## src/source/stepper_pkg.sv

```systemverilog
package stepper_pkg;

  // width of the signed position counter, in half steps.
  localparam int POS_W = 16;

  // step mode of a move.
  typedef enum logic {
    MODE_FULL = 1'b0, // two half steps per advance, both coils energized.
    MODE_HALF = 1'b1  // one half step per advance, alternating one and two coils.
  } step_mode_e;

  // state of the step rate generator.
  typedef enum logic {
    RATE_IDLE = 1'b0, // waiting for a start strobe.
    RATE_RUN  = 1'b1  // a move is in progress.
  } rate_state_e;

endpackage

```

## src/source/coil_driver.sv

```systemverilog
`timescale 1ns/1ps

module coil_driver #(
  parameter int IDLE_CYCLES = 64
) (
  input  logic       step,
  input  logic       rst_n,
  input  logic [3:0] pattern,
  input  logic       pattern_valid,
  output logic       phase_a1,
  output logic       phase_a2,
  output logic       phase_b1,
  output logic       phase_b2
);

  localparam int IDLE_W = $clog2(IDLE_CYCLES + 1);

  logic [1:0]        a_q;       // bridge inputs of coil a, a1 in bit 1.
  logic [1:0]        b_q;       // bridge inputs of coil b, b1 in bit 1.
  logic [1:0]        a_pend;    // value coil a takes after its off cycle.
  logic [1:0]        b_pend;
  logic              a_wait;
  logic              b_wait;
  logic [IDLE_W-1:0] idle_cnt;  // cycles since the last new pattern.
  logic              release_now;

  // True when a pair would swap polarity without passing through off.
  function automatic logic reverses(input logic [1:0] cur, input logic [1:0] req);
    reverses = (cur == 2'b10 && req == 2'b01) || (cur == 2'b01 && req == 2'b10);
  endfunction

  assign release_now = (idle_cnt == IDLE_W'(IDLE_CYCLES - 1));

  always_ff @(posedge step) begin
    if (!rst_n) begin
      a_q      <= 2'b00;
      b_q      <= 2'b00;
      a_wait   <= 1'b0;
      b_wait   <= 1'b0;
      idle_cnt <= IDLE_W'(IDLE_CYCLES); // start released.
    end else if (pattern_valid) begin
      idle_cnt <= '0;
      a_wait   <= reverses(a_q, pattern[3:2]);
      b_wait   <= reverses(b_q, pattern[1:0]);
      a_q      <= reverses(a_q, pattern[3:2]) ? 2'b00 : pattern[3:2];
      b_q      <= reverses(b_q, pattern[1:0]) ? 2'b00 : pattern[1:0];
    end else if (release_now) begin
      a_q      <= 2'b00; // no step for too long, let the coils go.
      b_q      <= 2'b00;
      a_wait   <= 1'b0;
      b_wait   <= 1'b0;
      idle_cnt <= IDLE_W'(IDLE_CYCLES);
    end else begin
      if (a_wait) begin
        a_q    <= a_pend;
        a_wait <= 1'b0;
      end
      if (b_wait) begin
        b_q    <= b_pend;
        b_wait <= 1'b0;
      end
      if (idle_cnt != IDLE_W'(IDLE_CYCLES)) begin
        idle_cnt <= idle_cnt + 1'b1;
      end
    end
  end

  always_ff @(posedge step) begin
    if (pattern_valid) begin
      a_pend <= pattern[3:2];
      b_pend <= pattern[1:0];
    end
  end

  assign phase_a1 = a_q[1];
  assign phase_a2 = a_q[0];
  assign phase_b1 = b_q[1];
  assign phase_b2 = b_q[0];

endmodule

```

## src/source/phase_sequencer.sv

```systemverilog
`timescale 1ns/1ps

module phase_sequencer (
  input  logic                                   step,
  input  logic                                   rst_n,
  input  logic                                   advance,
  input  logic                                   dir,
  input  stepper_pkg::step_mode_e                mode,
  output logic [3:0]                             pattern,
  output logic                                   pattern_valid,
  output logic signed [stepper_pkg::POS_W-1:0]   position
);

  import stepper_pkg::*;

  logic [2:0] index;      // phase index into the eight-entry half-step table.
  logic [2:0] index_next;
  logic [1:0] step_size;  // half steps taken on this advance.

  // Full mode moves two half steps, unless the index sits on an odd entry.
  // Then a single half step brings it back onto the full-step grid.
  always_comb begin
    if (mode == MODE_HALF || index[0]) begin
      step_size = 2'd1;
    end else begin
      step_size = 2'd2;
    end
  end

  always_comb begin
    if (dir) begin
      index_next = index + {1'b0, step_size}; // forward wraps from 7 to 0.
    end else begin
      index_next = index - {1'b0, step_size}; // reverse wraps from 0 to 7.
    end
  end

  // coil table in the order a1 a2 b1 b2, even entries are the full steps.
  always_comb begin
    case (index)
      3'd0:    pattern = 4'b1010;
      3'd1:    pattern = 4'b0010;
      3'd2:    pattern = 4'b0110;
      3'd3:    pattern = 4'b0100;
      3'd4:    pattern = 4'b0101;
      3'd5:    pattern = 4'b0001;
      3'd6:    pattern = 4'b1001;
      default: pattern = 4'b1000;
    endcase
  end

  always_ff @(posedge step) begin
    if (!rst_n) begin
      index         <= 3'd0;
      pattern_valid <= 1'b0;
      position      <= '0;
    end else begin
      pattern_valid <= advance; // marks the cycle in which the new pattern shows.
      if (advance) begin
        index <= index_next;
        if (dir) begin
          position <= position + POS_W'(step_size);
        end else begin
          position <= position - POS_W'(step_size);
        end
      end
    end
  end

endmodule

```

## src/source/step_rate_gen.sv

```systemverilog
`timescale 1ns/1ps

module step_rate_gen #(
  parameter int PERIOD_W = 8,
  parameter int COUNT_W  = 8
) (
  input  logic                step,
  input  logic                rst_n,
  input  logic                start,
  input  logic [COUNT_W-1:0]  step_count,
  input  logic [PERIOD_W-1:0] period,
  output logic                advance,
  output logic                busy
);

  import stepper_pkg::*;

  rate_state_e         state;
  logic [PERIOD_W-1:0] period_cnt; // cycles left until the next advance.
  logic [PERIOD_W-1:0] period_q;   // period of the running move.
  logic [COUNT_W-1:0]  remaining;  // advances still to be issued.
  logic                last_step;

  // An advance fires when the period counter has run out and steps remain.
  assign advance   = (state == RATE_RUN) && (remaining != '0) && (period_cnt == '0);
  assign last_step = (remaining == COUNT_W'(1));
  assign busy      = (state == RATE_RUN); // state is a register, so busy is too.

  always_ff @(posedge step) begin
    if (!rst_n) begin
      state      <= RATE_IDLE;
      period_cnt <= '0;
      remaining  <= '0;
    end else begin
      case (state)
        RATE_IDLE: begin
          if (start) begin
            state      <= RATE_RUN;
            period_cnt <= period - 1'b1; // first advance lands period cycles after start.
            remaining  <= step_count;
          end
        end
        RATE_RUN: begin
          if (remaining == '0) begin
            state <= RATE_IDLE; // a zero-length move ends right away.
          end else if (period_cnt == '0) begin
            period_cnt <= period_q - 1'b1; // reload for the next step.
            remaining  <= remaining - 1'b1;
            if (last_step) begin
              state <= RATE_IDLE;
            end
          end else begin
            period_cnt <= period_cnt - 1'b1;
          end
        end
        default: begin
          state <= RATE_IDLE;
        end
      endcase
    end
  end

  // Period is captured with the move so the host may change it afterwards.
  always_ff @(posedge step) begin
    if (state == RATE_IDLE && start) begin
      period_q <= period;
    end
  end

endmodule

```

## src/source/stepper_top.sv

```systemverilog
`timescale 1ns/1ps

module stepper_top #(
  parameter int PERIOD_W    = 8,
  parameter int COUNT_W     = 8,
  parameter int IDLE_CYCLES = 64
) (
  input  logic                                 step,
  input  logic                                 rst_n,
  input  logic                                 start,
  input  logic [COUNT_W-1:0]                   step_count,
  input  logic [PERIOD_W-1:0]                  period,
  input  logic                                 dir,
  input  stepper_pkg::step_mode_e              mode,
  output logic                                 busy,
  output logic signed [stepper_pkg::POS_W-1:0] position,
  output logic                                 phase_a1,
  output logic                                 phase_a2,
  output logic                                 phase_b1,
  output logic                                 phase_b2
);

  logic       advance;       // one strobe per step from the rate generator.
  logic [3:0] pattern;       // requested coil pattern, a1 a2 b1 b2.
  logic       pattern_valid;

  step_rate_gen #(
    .PERIOD_W (PERIOD_W),
    .COUNT_W  (COUNT_W)
  ) u_rate (
    .step       (step),
    .rst_n      (rst_n),
    .start      (start),
    .step_count (step_count),
    .period     (period),
    .advance    (advance),
    .busy       (busy)
  );

  // dir and mode come straight from the host, who holds them for the move.
  phase_sequencer u_seq (
    .step          (step),
    .rst_n         (rst_n),
    .advance       (advance),
    .dir           (dir),
    .mode          (mode),
    .pattern       (pattern),
    .pattern_valid (pattern_valid),
    .position      (position)
  );

  coil_driver #(
    .IDLE_CYCLES (IDLE_CYCLES)
  ) u_coil (
    .step          (step),
    .rst_n         (rst_n),
    .pattern       (pattern),
    .pattern_valid (pattern_valid),
    .phase_a1      (phase_a1),
    .phase_a2      (phase_a2),
    .phase_b1      (phase_b1),
    .phase_b2      (phase_b2)
  );

endmodule

```

## config.mk

```make
export PLATFORM = sky130hd
export DESIGN_NAME = stepper_top
export DESIGN_NICKNAME = d
export VERILOG_FILES = /design/src/source/stepper_pkg.sv /design/src/source/coil_driver.sv /design/src/source/phase_sequencer.sv /design/src/source/step_rate_gen.sv /design/src/source/stepper_top.sv
export SDC_FILE = /design/constraint.sdc
export NUM_CORES = 1
export LEC_CHECK = 0
export BUFFER_PORTS_ARGS = -buffer_cell sky130_fd_sc_hd__clkbuf_2
export CORE_MARGIN = 4
export CORE_UTILIZATION = 60
export DETAILED_ROUTE_END_ITERATION = 10
export HOLD_SLACK_MARGIN = 0.05
export PLACE_DENSITY = 0.81
export SLEW_MARGIN = 20
export SYNTH_ARGS = -nofsm -noshare
export SYNTH_HDL_FRONTEND = slang
export SYNTH_SLANG_ARGS = --single-unit
```

## constraint.sdc

```tcl
create_clock -name step -period 5.85 [get_ports step]
set_clock_uncertainty 0.05 [all_clocks]
set_input_delay 0.2925 -clock step [delete_from_list [all_inputs] [get_ports step]]
set_output_delay 0.2925 -clock step [all_outputs]
set_load 0.1 [all_outputs]
```

==> metrics.txt, run 1 <==
status=complete, no violations; max-slew violation count=0; antenna viol nets, final=0; main combinational cell family by area after synthesis=compound AO/OA/AOI/OAI gates; Max Fclk=0.307 GHz; Post-Synth Simple-Gate Area=0.211; Post-DP Area=3830 um^2; slowest CP cell=dfxtp_1; Post-CTS Resized=0; Worst Path Class, Setup=flop to flop; DRT Pass-1 Iters=5; Clock Path Buffers=2; DRC=0; Setup-failing EPs final=0; post-synthesis mux area share=0.0180; max_slew headroom=0.345; Die H=85.5 um; DR WL/cell=14.8 um; largest area contributor in the netlist=dfxtp_1; global-route wire length before repair=13.5 mm; Final Critical Period=3.26 ns; number of enable flip-flop cells after synthesis=12; postcts setup bufs=0; Design Area, Final=4090 um^2; Mapped Avg Cell Area=8.39 um^2; starting density of the core=0.636; Worst path max stage delay=0.93 ns; antenna violations before repair=0; width of the die=85.5 um; nets=507; grt ovf=0; setup_tns=0 ns; Worst-Margin Slew=0.982 ns; Leak=0.00163 uW; Clock Pin Slew Worst Setup and Hold Paths=0.08 ns; Iter 0 DRT Violations=223; DRT Wirelength=8.03 mm; crit share post-route=0.557; total of max-cap violations=0; I/O Buffers=41; Yosys reg bits=62; Core Footprint=5680 um^2; sequential fraction of the synthesis area=0.377; CTS Sinks=62; Worst-Skew Late Latency=0.35 ns; I/O pin count=42; top cells by area, synth=dfxtp_1, edfxtp_1, ha_1; worst path cell trace=clkinv_1 -> a211o_1 -> o21ai_0 -> ha_1 -> o21ai_0 -> or3_1 -> a311oi_1; delay-heaviest family, CP=compound AO/OA/AOI/OAI gates; Worst EP required=6.05 ns; post-DR vias/cell=6.14; H-tree levels=3; DIE AREA=7320 um^2; Async S/R FF share, synth=0; YS warnings=0; IR drop worst, VDD=0.215 mV; FP Rows=27; syn_nets=473; Crit path depth=7; FILL cells=443; Synth Area in Compound Gates=0.230; TritonCTS clock tree=built; share of layout cells above drive strength 1=0.156; post-synthesis cell count=430; RePlAce Congestion=0.846; DP HPWL=5.53 mm; Mapped Area=3610 um^2; pin count of the biggest net entering global routing=30; Worst Reg-to-Reg Cells=7; Crit path top cell by count=o21ai_0; total track usage=0.224; Register Area=1360 um^2; Post-Synth Adder-Cell Area=0.0805; Cell variety after synth=57; endpoints failing hold=0; RSZ-0062 raised after global routing=false; Worst Path Max Fanout=26; Hold Path Depth=1; vias in the first global route=3,059; WP buf/inv=1; CTS root buf=clkbuf_8; Synth Area in XOR/XNOR=0.0388; Pwr Density=307 nW/um^2; area grow syn2layout=13.4%; CP endpoint kind=flop; dominant synthesized flop cell=dfxtp_1; Worst Hold Class=primary input to flop; via count=3,324; crit path launch type=flop; share of the synthesized area in the top cell type=0.277; ant diodes=0; worst path arrival time=3.46 ns; Hold-fix buffers, CTS=0; Inserted Clock Buffers=9; area of the multi-input gates=2090 um^2
-- area by class of cell --
| class | count | share of cell area |
|---|---|---|
| multi-input cells | 329 | 0.510 |
| flip-flops and latches | 62 | 0.333 |
| repair buffers | 43 | 0.0539 |
| clock buffers | 11 | 0.0425 |
| well taps | 72 | 0.0220 |
| clock inverters | 5 | 0.0208 |
| inverters | 19 | 0.0174 |
-- Yosys cell counts (3+ instances only) --
master	number
dfxtp_1	50
nor2_1	43
nand2_1	38
a21oi_1	33
o21ai_0	33
ha_1	20
inv_1	18
nand3_1	18
nor3_1	17
clkbuf_1	12
edfxtp_1	12
xnor2_1	12
a31oi_1	11
a211oi_1	10
nand2b_1	8
buf_2	6
nor4_1	5
o21a_1	5
a22oi_1	4
and3_1	4
mux2_2	4
nand3b_1	4
nor2b_1	4
or2_2	4
xor2_1	4
a21o_1	3
a311oi_1	3
o211ai_1	3
o31ai_1	3
-- worst paths after layout --
path                                   start                                end  slack [ns]
max reg2reg           u_rate.busy$_SDFF_PN0_  u_rate.period_cnt[4]$_SDFFE_PN0P_        2.59
min                                period[4]       u_rate.period_q[4]$_DFFE_PP_        0.09
max                   u_rate.busy$_SDFF_PN0_  u_rate.period_cnt[4]$_SDFFE_PN0P_        2.59
min reg2reg  u_seq.position[10]$_SDFFE_PN0P_    u_seq.position[10]$_SDFFE_PN0P_        0.42
-- per-layer routing --
layer	up-vias	share of wire	GRT usage
met5	-	0	0
met4	0	0.014	0.0906
met3	14	0.057	0.0355
met2	112	0.48	0.377
met1	1552	0.45	0.288
li1	1646	-	-
-- state kept, by name, indices dropped and copies added (netlist names), 2 cells and up --
name / count
u_coil.a_pend: 2
u_rate.period_q: 8
u_coil.b_q: 2
u_rate.remaining: 8
u_coil.a_q: 2
u_seq.index: 3
u_rate.period_cnt: 8
u_seq.position: 16
u_coil.b_pend: 2
u_coil.idle_cnt: 7
-- logic make-up (layout without fill, tap and decap cells) --
logic type | after synthesis | in the layout
AO/OA/AOI/OAI | 128 | 128
XOR/XNOR | 16 | 16
adder cells (fa/ha/maj) | 22 | 22
buffers and inverters | 39 | 78
flip-flops | 62 | 62
multiplexers | 6 | 6
AND/OR/NAND/NOR | 157 | 157
-- cells in the final DEF (no fill, tap or decap), types with 11 or more instances in the layout --
cell / count
xnor2_1: 12
ha_1: 20
inv_1: 18
nand2_1: 38
dfxtp_1: 50
nor3_1: 17
nand3_1: 18
a31oi_1: 11
edfxtp_1: 12
clkbuf_2: 41
a21oi_1: 33
nor2_1: 43
o21ai_0: 33
-- worst reg2reg max path: stages, from the launching register on --
cell	delay [ns]
dfxtp_1	0.93
clkinv_1	0.71
a211o_1	0.41
o21ai_0	0.08
ha_1	0.20
o21ai_0	0.17
or3_1	0.36
a311oi_1	0.28
-- through the flow --
| step | std cells | hold slack, ns | setup WS (ns) | util | power (uW) |
|---|---|---|---|---|---|
| 6_report | 541 | 0.0874 | 2.59 | 0.720 | 1250 |
| 5_1_grt | 541 | 0.0899 | 2.28 | 0.720 | 1310 |
| 4_1_cts | 541 | 0.0813 | 2.67 | 0.720 | 1250 |
| 3_5_place_dp | 525 | 0.415 | 2.69 | 0.675 | 779 |
| 3_3_place_gp | 525 | 0.401 | 2.86 | 0.675 | 769 |
| 2_1_floorplan | 430 | 0.341 | 2.81 | - | 722 |
-- power by group --
group          total (uW)  internal (uW)  switching [uW]
clock network         477            294             183
logic                 276           96.1             180
registers             500            466            33.9
Power figures use the tool's default switching activity.
==> inputs of run 2 (changes only) <==
Settings changed: ABC_AREA set to 1, CORE_UTILIZATION 60 to 59, PLACE_DENSITY 0.81 to 0.79.
Clock period 5.85 ns to 3.23 ns, I/O delays scaled along.
==> run 2 against run 1 <==
Compared with the run above: fmax grew 41%; core utilization shrank 0.84 points; die area is 5.5% higher; design area increased by 5.5%; first-iteration DRC count is 16% lower; via count grew 4.7%; combinational power is 140% higher; count of clock-buffer cells in the layout grew 1; synthesized cell count is 23% higher.
==> metrics.txt, run 2 <==
dominant synthesized flop cell=dfxtp_1; H-tree levels=3 (unchanged); Async S/R FF share, synth=0 (unchanged); worst path arrival time=2.50 ns (-0.96 ns); total of max-cap violations=0 (unchanged); max-slew violation count=0 (unchanged); width of the die=87.9 um (+2.7%); Leak=0.00209 uW (+28%); total track usage=0.224 (-0.000607); TritonCTS clock tree=built; CP endpoint kind=flop; Mapped Avg Cell Area=7.11 um^2 (-15%); Post-synth top cells=nand2_1, inv_1, nor2_1; vias in the first global route=3,207 (+4.8%); power after layout=2250 uW (+80%); top cells by area, synth=dfxtp_1, nand2_1, edfxtp_1; Final Critical Period=2.31 ns (-0.955 ns); Max Fclk=0.434 GHz (+41%); syn_nets=572 (+21%); grt ovf=0 (unchanged); Iter 0 DRT Violations=187 (-16%); FILL cells=509 (+15%); Most flops, register=u_seq.position; Worst Hold Class=primary input to flop; reg2reg setup slack=0.92 ns (-1.66 ns); number of enable flip-flop cells after synthesis=12 (unchanged); Core Footprint=6060 um^2 (+6.8%); starting density of the core=0.621 (-0.0146); DRC=0 (unchanged); commonest non-fill, non-tap cells in the layout=nand2_1, inv_1, nor2_1, dfxtp_1, a21oi_1; Post-DP Area=3990 um^2 (+4.3%); reg-to-reg startpoint=u_seq.index[0]$_SDFFE_PN0P_; Clock Path Buffers=2 (unchanged); YS warnings=0 (unchanged); reg2reg end=u_seq.position[8]$_SDFFE_PN0P_; Inserted Clock Buffers=9 (unchanged); ant diodes=0 (unchanged); DRT Wirelength=8.01 mm (-0.15%); endpoints failing hold=0 (unchanged); Setup-failing EPs final=0 (unchanged); top-count cell post-synth=nand2_1; status=complete, no violations; via count=3,481 (+4.7%); share of layout cells above drive strength 1=0.148 (-0.00719); Die H=87.9 um (+2.7%); postcts setup bufs=0 (unchanged); commonest non-fill, non-tap cell in the layout=nand2_1; RSZ-0062 raised after global routing=false; Design Area, Final=4320 um^2 (+5.5%); post-DR vias/cell=5.27 (-14%); Mapped Area=3760 um^2 (+4.3%); setup_tns=0 ns (unchanged); pin count of the biggest net entering global routing=32 (+6.7%); FP Rows=28 (+3.7%); met2 usage in global routing=0.372 (-0.00520); area grow syn2layout=14.7%; crit path from=u_seq.index[0]$_SDFFE_PN0P_; Worst-Margin Slew=0.865 ns (-0.117 ns); RePlAce Congestion=0.893 (+5.6%); DRT Pass-1 Iters=5 (unchanged); I/O pin count=42 (unchanged); busiest grt layer=met2; Setup crit end=u_seq.position[8]$_SDFFE_PN0P_; IR drop worst, VDD=0.365 mV (+70%); DIE AREA=7720 um^2 (+5.5%); DR WL/cell=12.1 um (-18%); I/O Buffers=41 (unchanged); Yosys reg bits=62 (unchanged); crit share post-route=0.714 (+0.156); max reg flops=16 (unchanged); antenna violations before repair=0 (unchanged); sequential fraction of the synthesis area=0.362 (-0.0157); post-synthesis cell count=529 (+23%); met3 usage=0.0414 (+0.00585); global-route wire length before repair=13.8 mm (+2.2%); Worst EP required=3.42 ns (-2.63 ns); Worst-Skew Late Latency=0.34 ns (about the same); antenna viol nets, final=0 (unchanged); DP HPWL=5.97 mm (+8.1%); Worst Path Max Fanout=5 (-81%); max_slew headroom=0.418 (+0.0731); largest area contributor in the netlist=dfxtp_1; share of the synthesized area in the top cell type=0.266 (-0.0115); Cell variety after synth=41 (-28%); Clock Pin Slew Worst Setup and Hold Paths=0.07 ns (about the same); Worst Path Class, Setup=flop to flop; crit path launch type=flop; Worst Reg-to-Reg Cells=13 (+6); Pwr Density=522 nW/um^2 (+70%); CTS root buf=clkbuf_8; CTS Sinks=62 (unchanged); grt met1 use=0.291 (+0.00393); nets=624 (+23%)
==> run 2: cell count changes in the layout (fill, tap and decap cells not counted), moves of 5 or more <==
cell / delta
nor3_1: -7
o21a_1: -5
nand3_1: +14
inv_1: +49
nor2_2: +6
a211oi_1: -9
nand2b_1: -8
a21oi_1: +9
nand2_2: +9
nor2_1: +21
nand2_1: +71
xnor2_1: -5
dlygate4sd3_1: +12
==> run 2: worst min path at each step <==
stage	start	endpoint	slack [ns]	depth (start not counted)
after CTS	step_count[7]	u_rate.remaining[7]$_SDFFE_PN0P_	0.05	3
after floorplan	period[0]	u_rate.period_q[0]$_DFFE_PP_	0.21	0
final	step_count[7]	u_rate.remaining[7]$_SDFFE_PN0P_	0.07	3
after global routing	step_count[7]	u_rate.remaining[7]$_SDFFE_PN0P_	0.08	3
after global placement	period[1]	u_rate.period_q[1]$_DFFE_PP_	0.30	1
after detailed placement	period[2]	u_rate.period_q[2]$_DFFE_PP_	0.30	1
==> run 2: report_power, final <==
| part | switching (uW) | internal (uW) |
|---|---|---|
| registers | 50.0 | 855 |
| clock network | 297 | 395 |
| logic | 453 | 202 |
| total | 800 | 1450 |
==> run 2: timing repair <==
item                                   CTS  global route
hold buffers                            12             0
endpoints found under the hold margin   12             0
resized for setup                        0             0
==> run 2: per-stage QoR <==
stage	utilization	setup slack (ns)	instances	hold slack, ns
finish	0.712	0.924	661	0.0655
global route	0.712	0.712	661	0.0801
CTS	0.712	0.956	661	0.0517
detailed placement	0.659	0.975	633	0.303
global placement	0.659	1.03	633	0.299
floorplan	-	0.613	529	0.210
==> run 2: layout make-up <==
class	count	area, um^2	area share
Clock buffer	12	155	0.0360
Tap cell	75	93.8	0.0217
Sequential cell	62	1360	0.315
Timing Repair Buffer	54	333	0.0771
Clock inverter	4	46.3	0.0107
Inverter	69	259	0.0600
Multi-Input combinational cell	385	2070	0.479
==> run 2: kinds of logic (layout without fill, tap and decap cells) <==
logic type | Yosys count | in the layout | synth area share
compound gates | 104 | 104 | 0.155
xor+xnor | 10 | 10 | 0.0233
fa+ha+maj | 22 | 22 | 0.0771
buf+inv | 82 | 139 | 0.0891
flops | 62 | 62 | 0.362
simple gates | 249 | 249 | 0.294
==> run 2: worst max-delay path: stages, from the launching register on <==
cell and delay, ns:
dfxtp_1 0.40, inv_1 0.07, nand2_1 0.08, ha_1 0.16, inv_1 0.05, fa_1 0.39, o21ai_1 0.23, nand2_1 0.13
nor3_1 0.22, nor2_1 0.09, nand2_1 0.08, nand2_1 0.06, o21ai_1 0.12, inv_1 0.04
==> run 2: routing by layer <==
layer | wire, um | vias to the layer above
met1 | 3690 | 1564
li1 | - | 1839
met3 | 355 | 10
met5 | 0 | -
met4 | 114 | 0
met2 | 3850 | 68
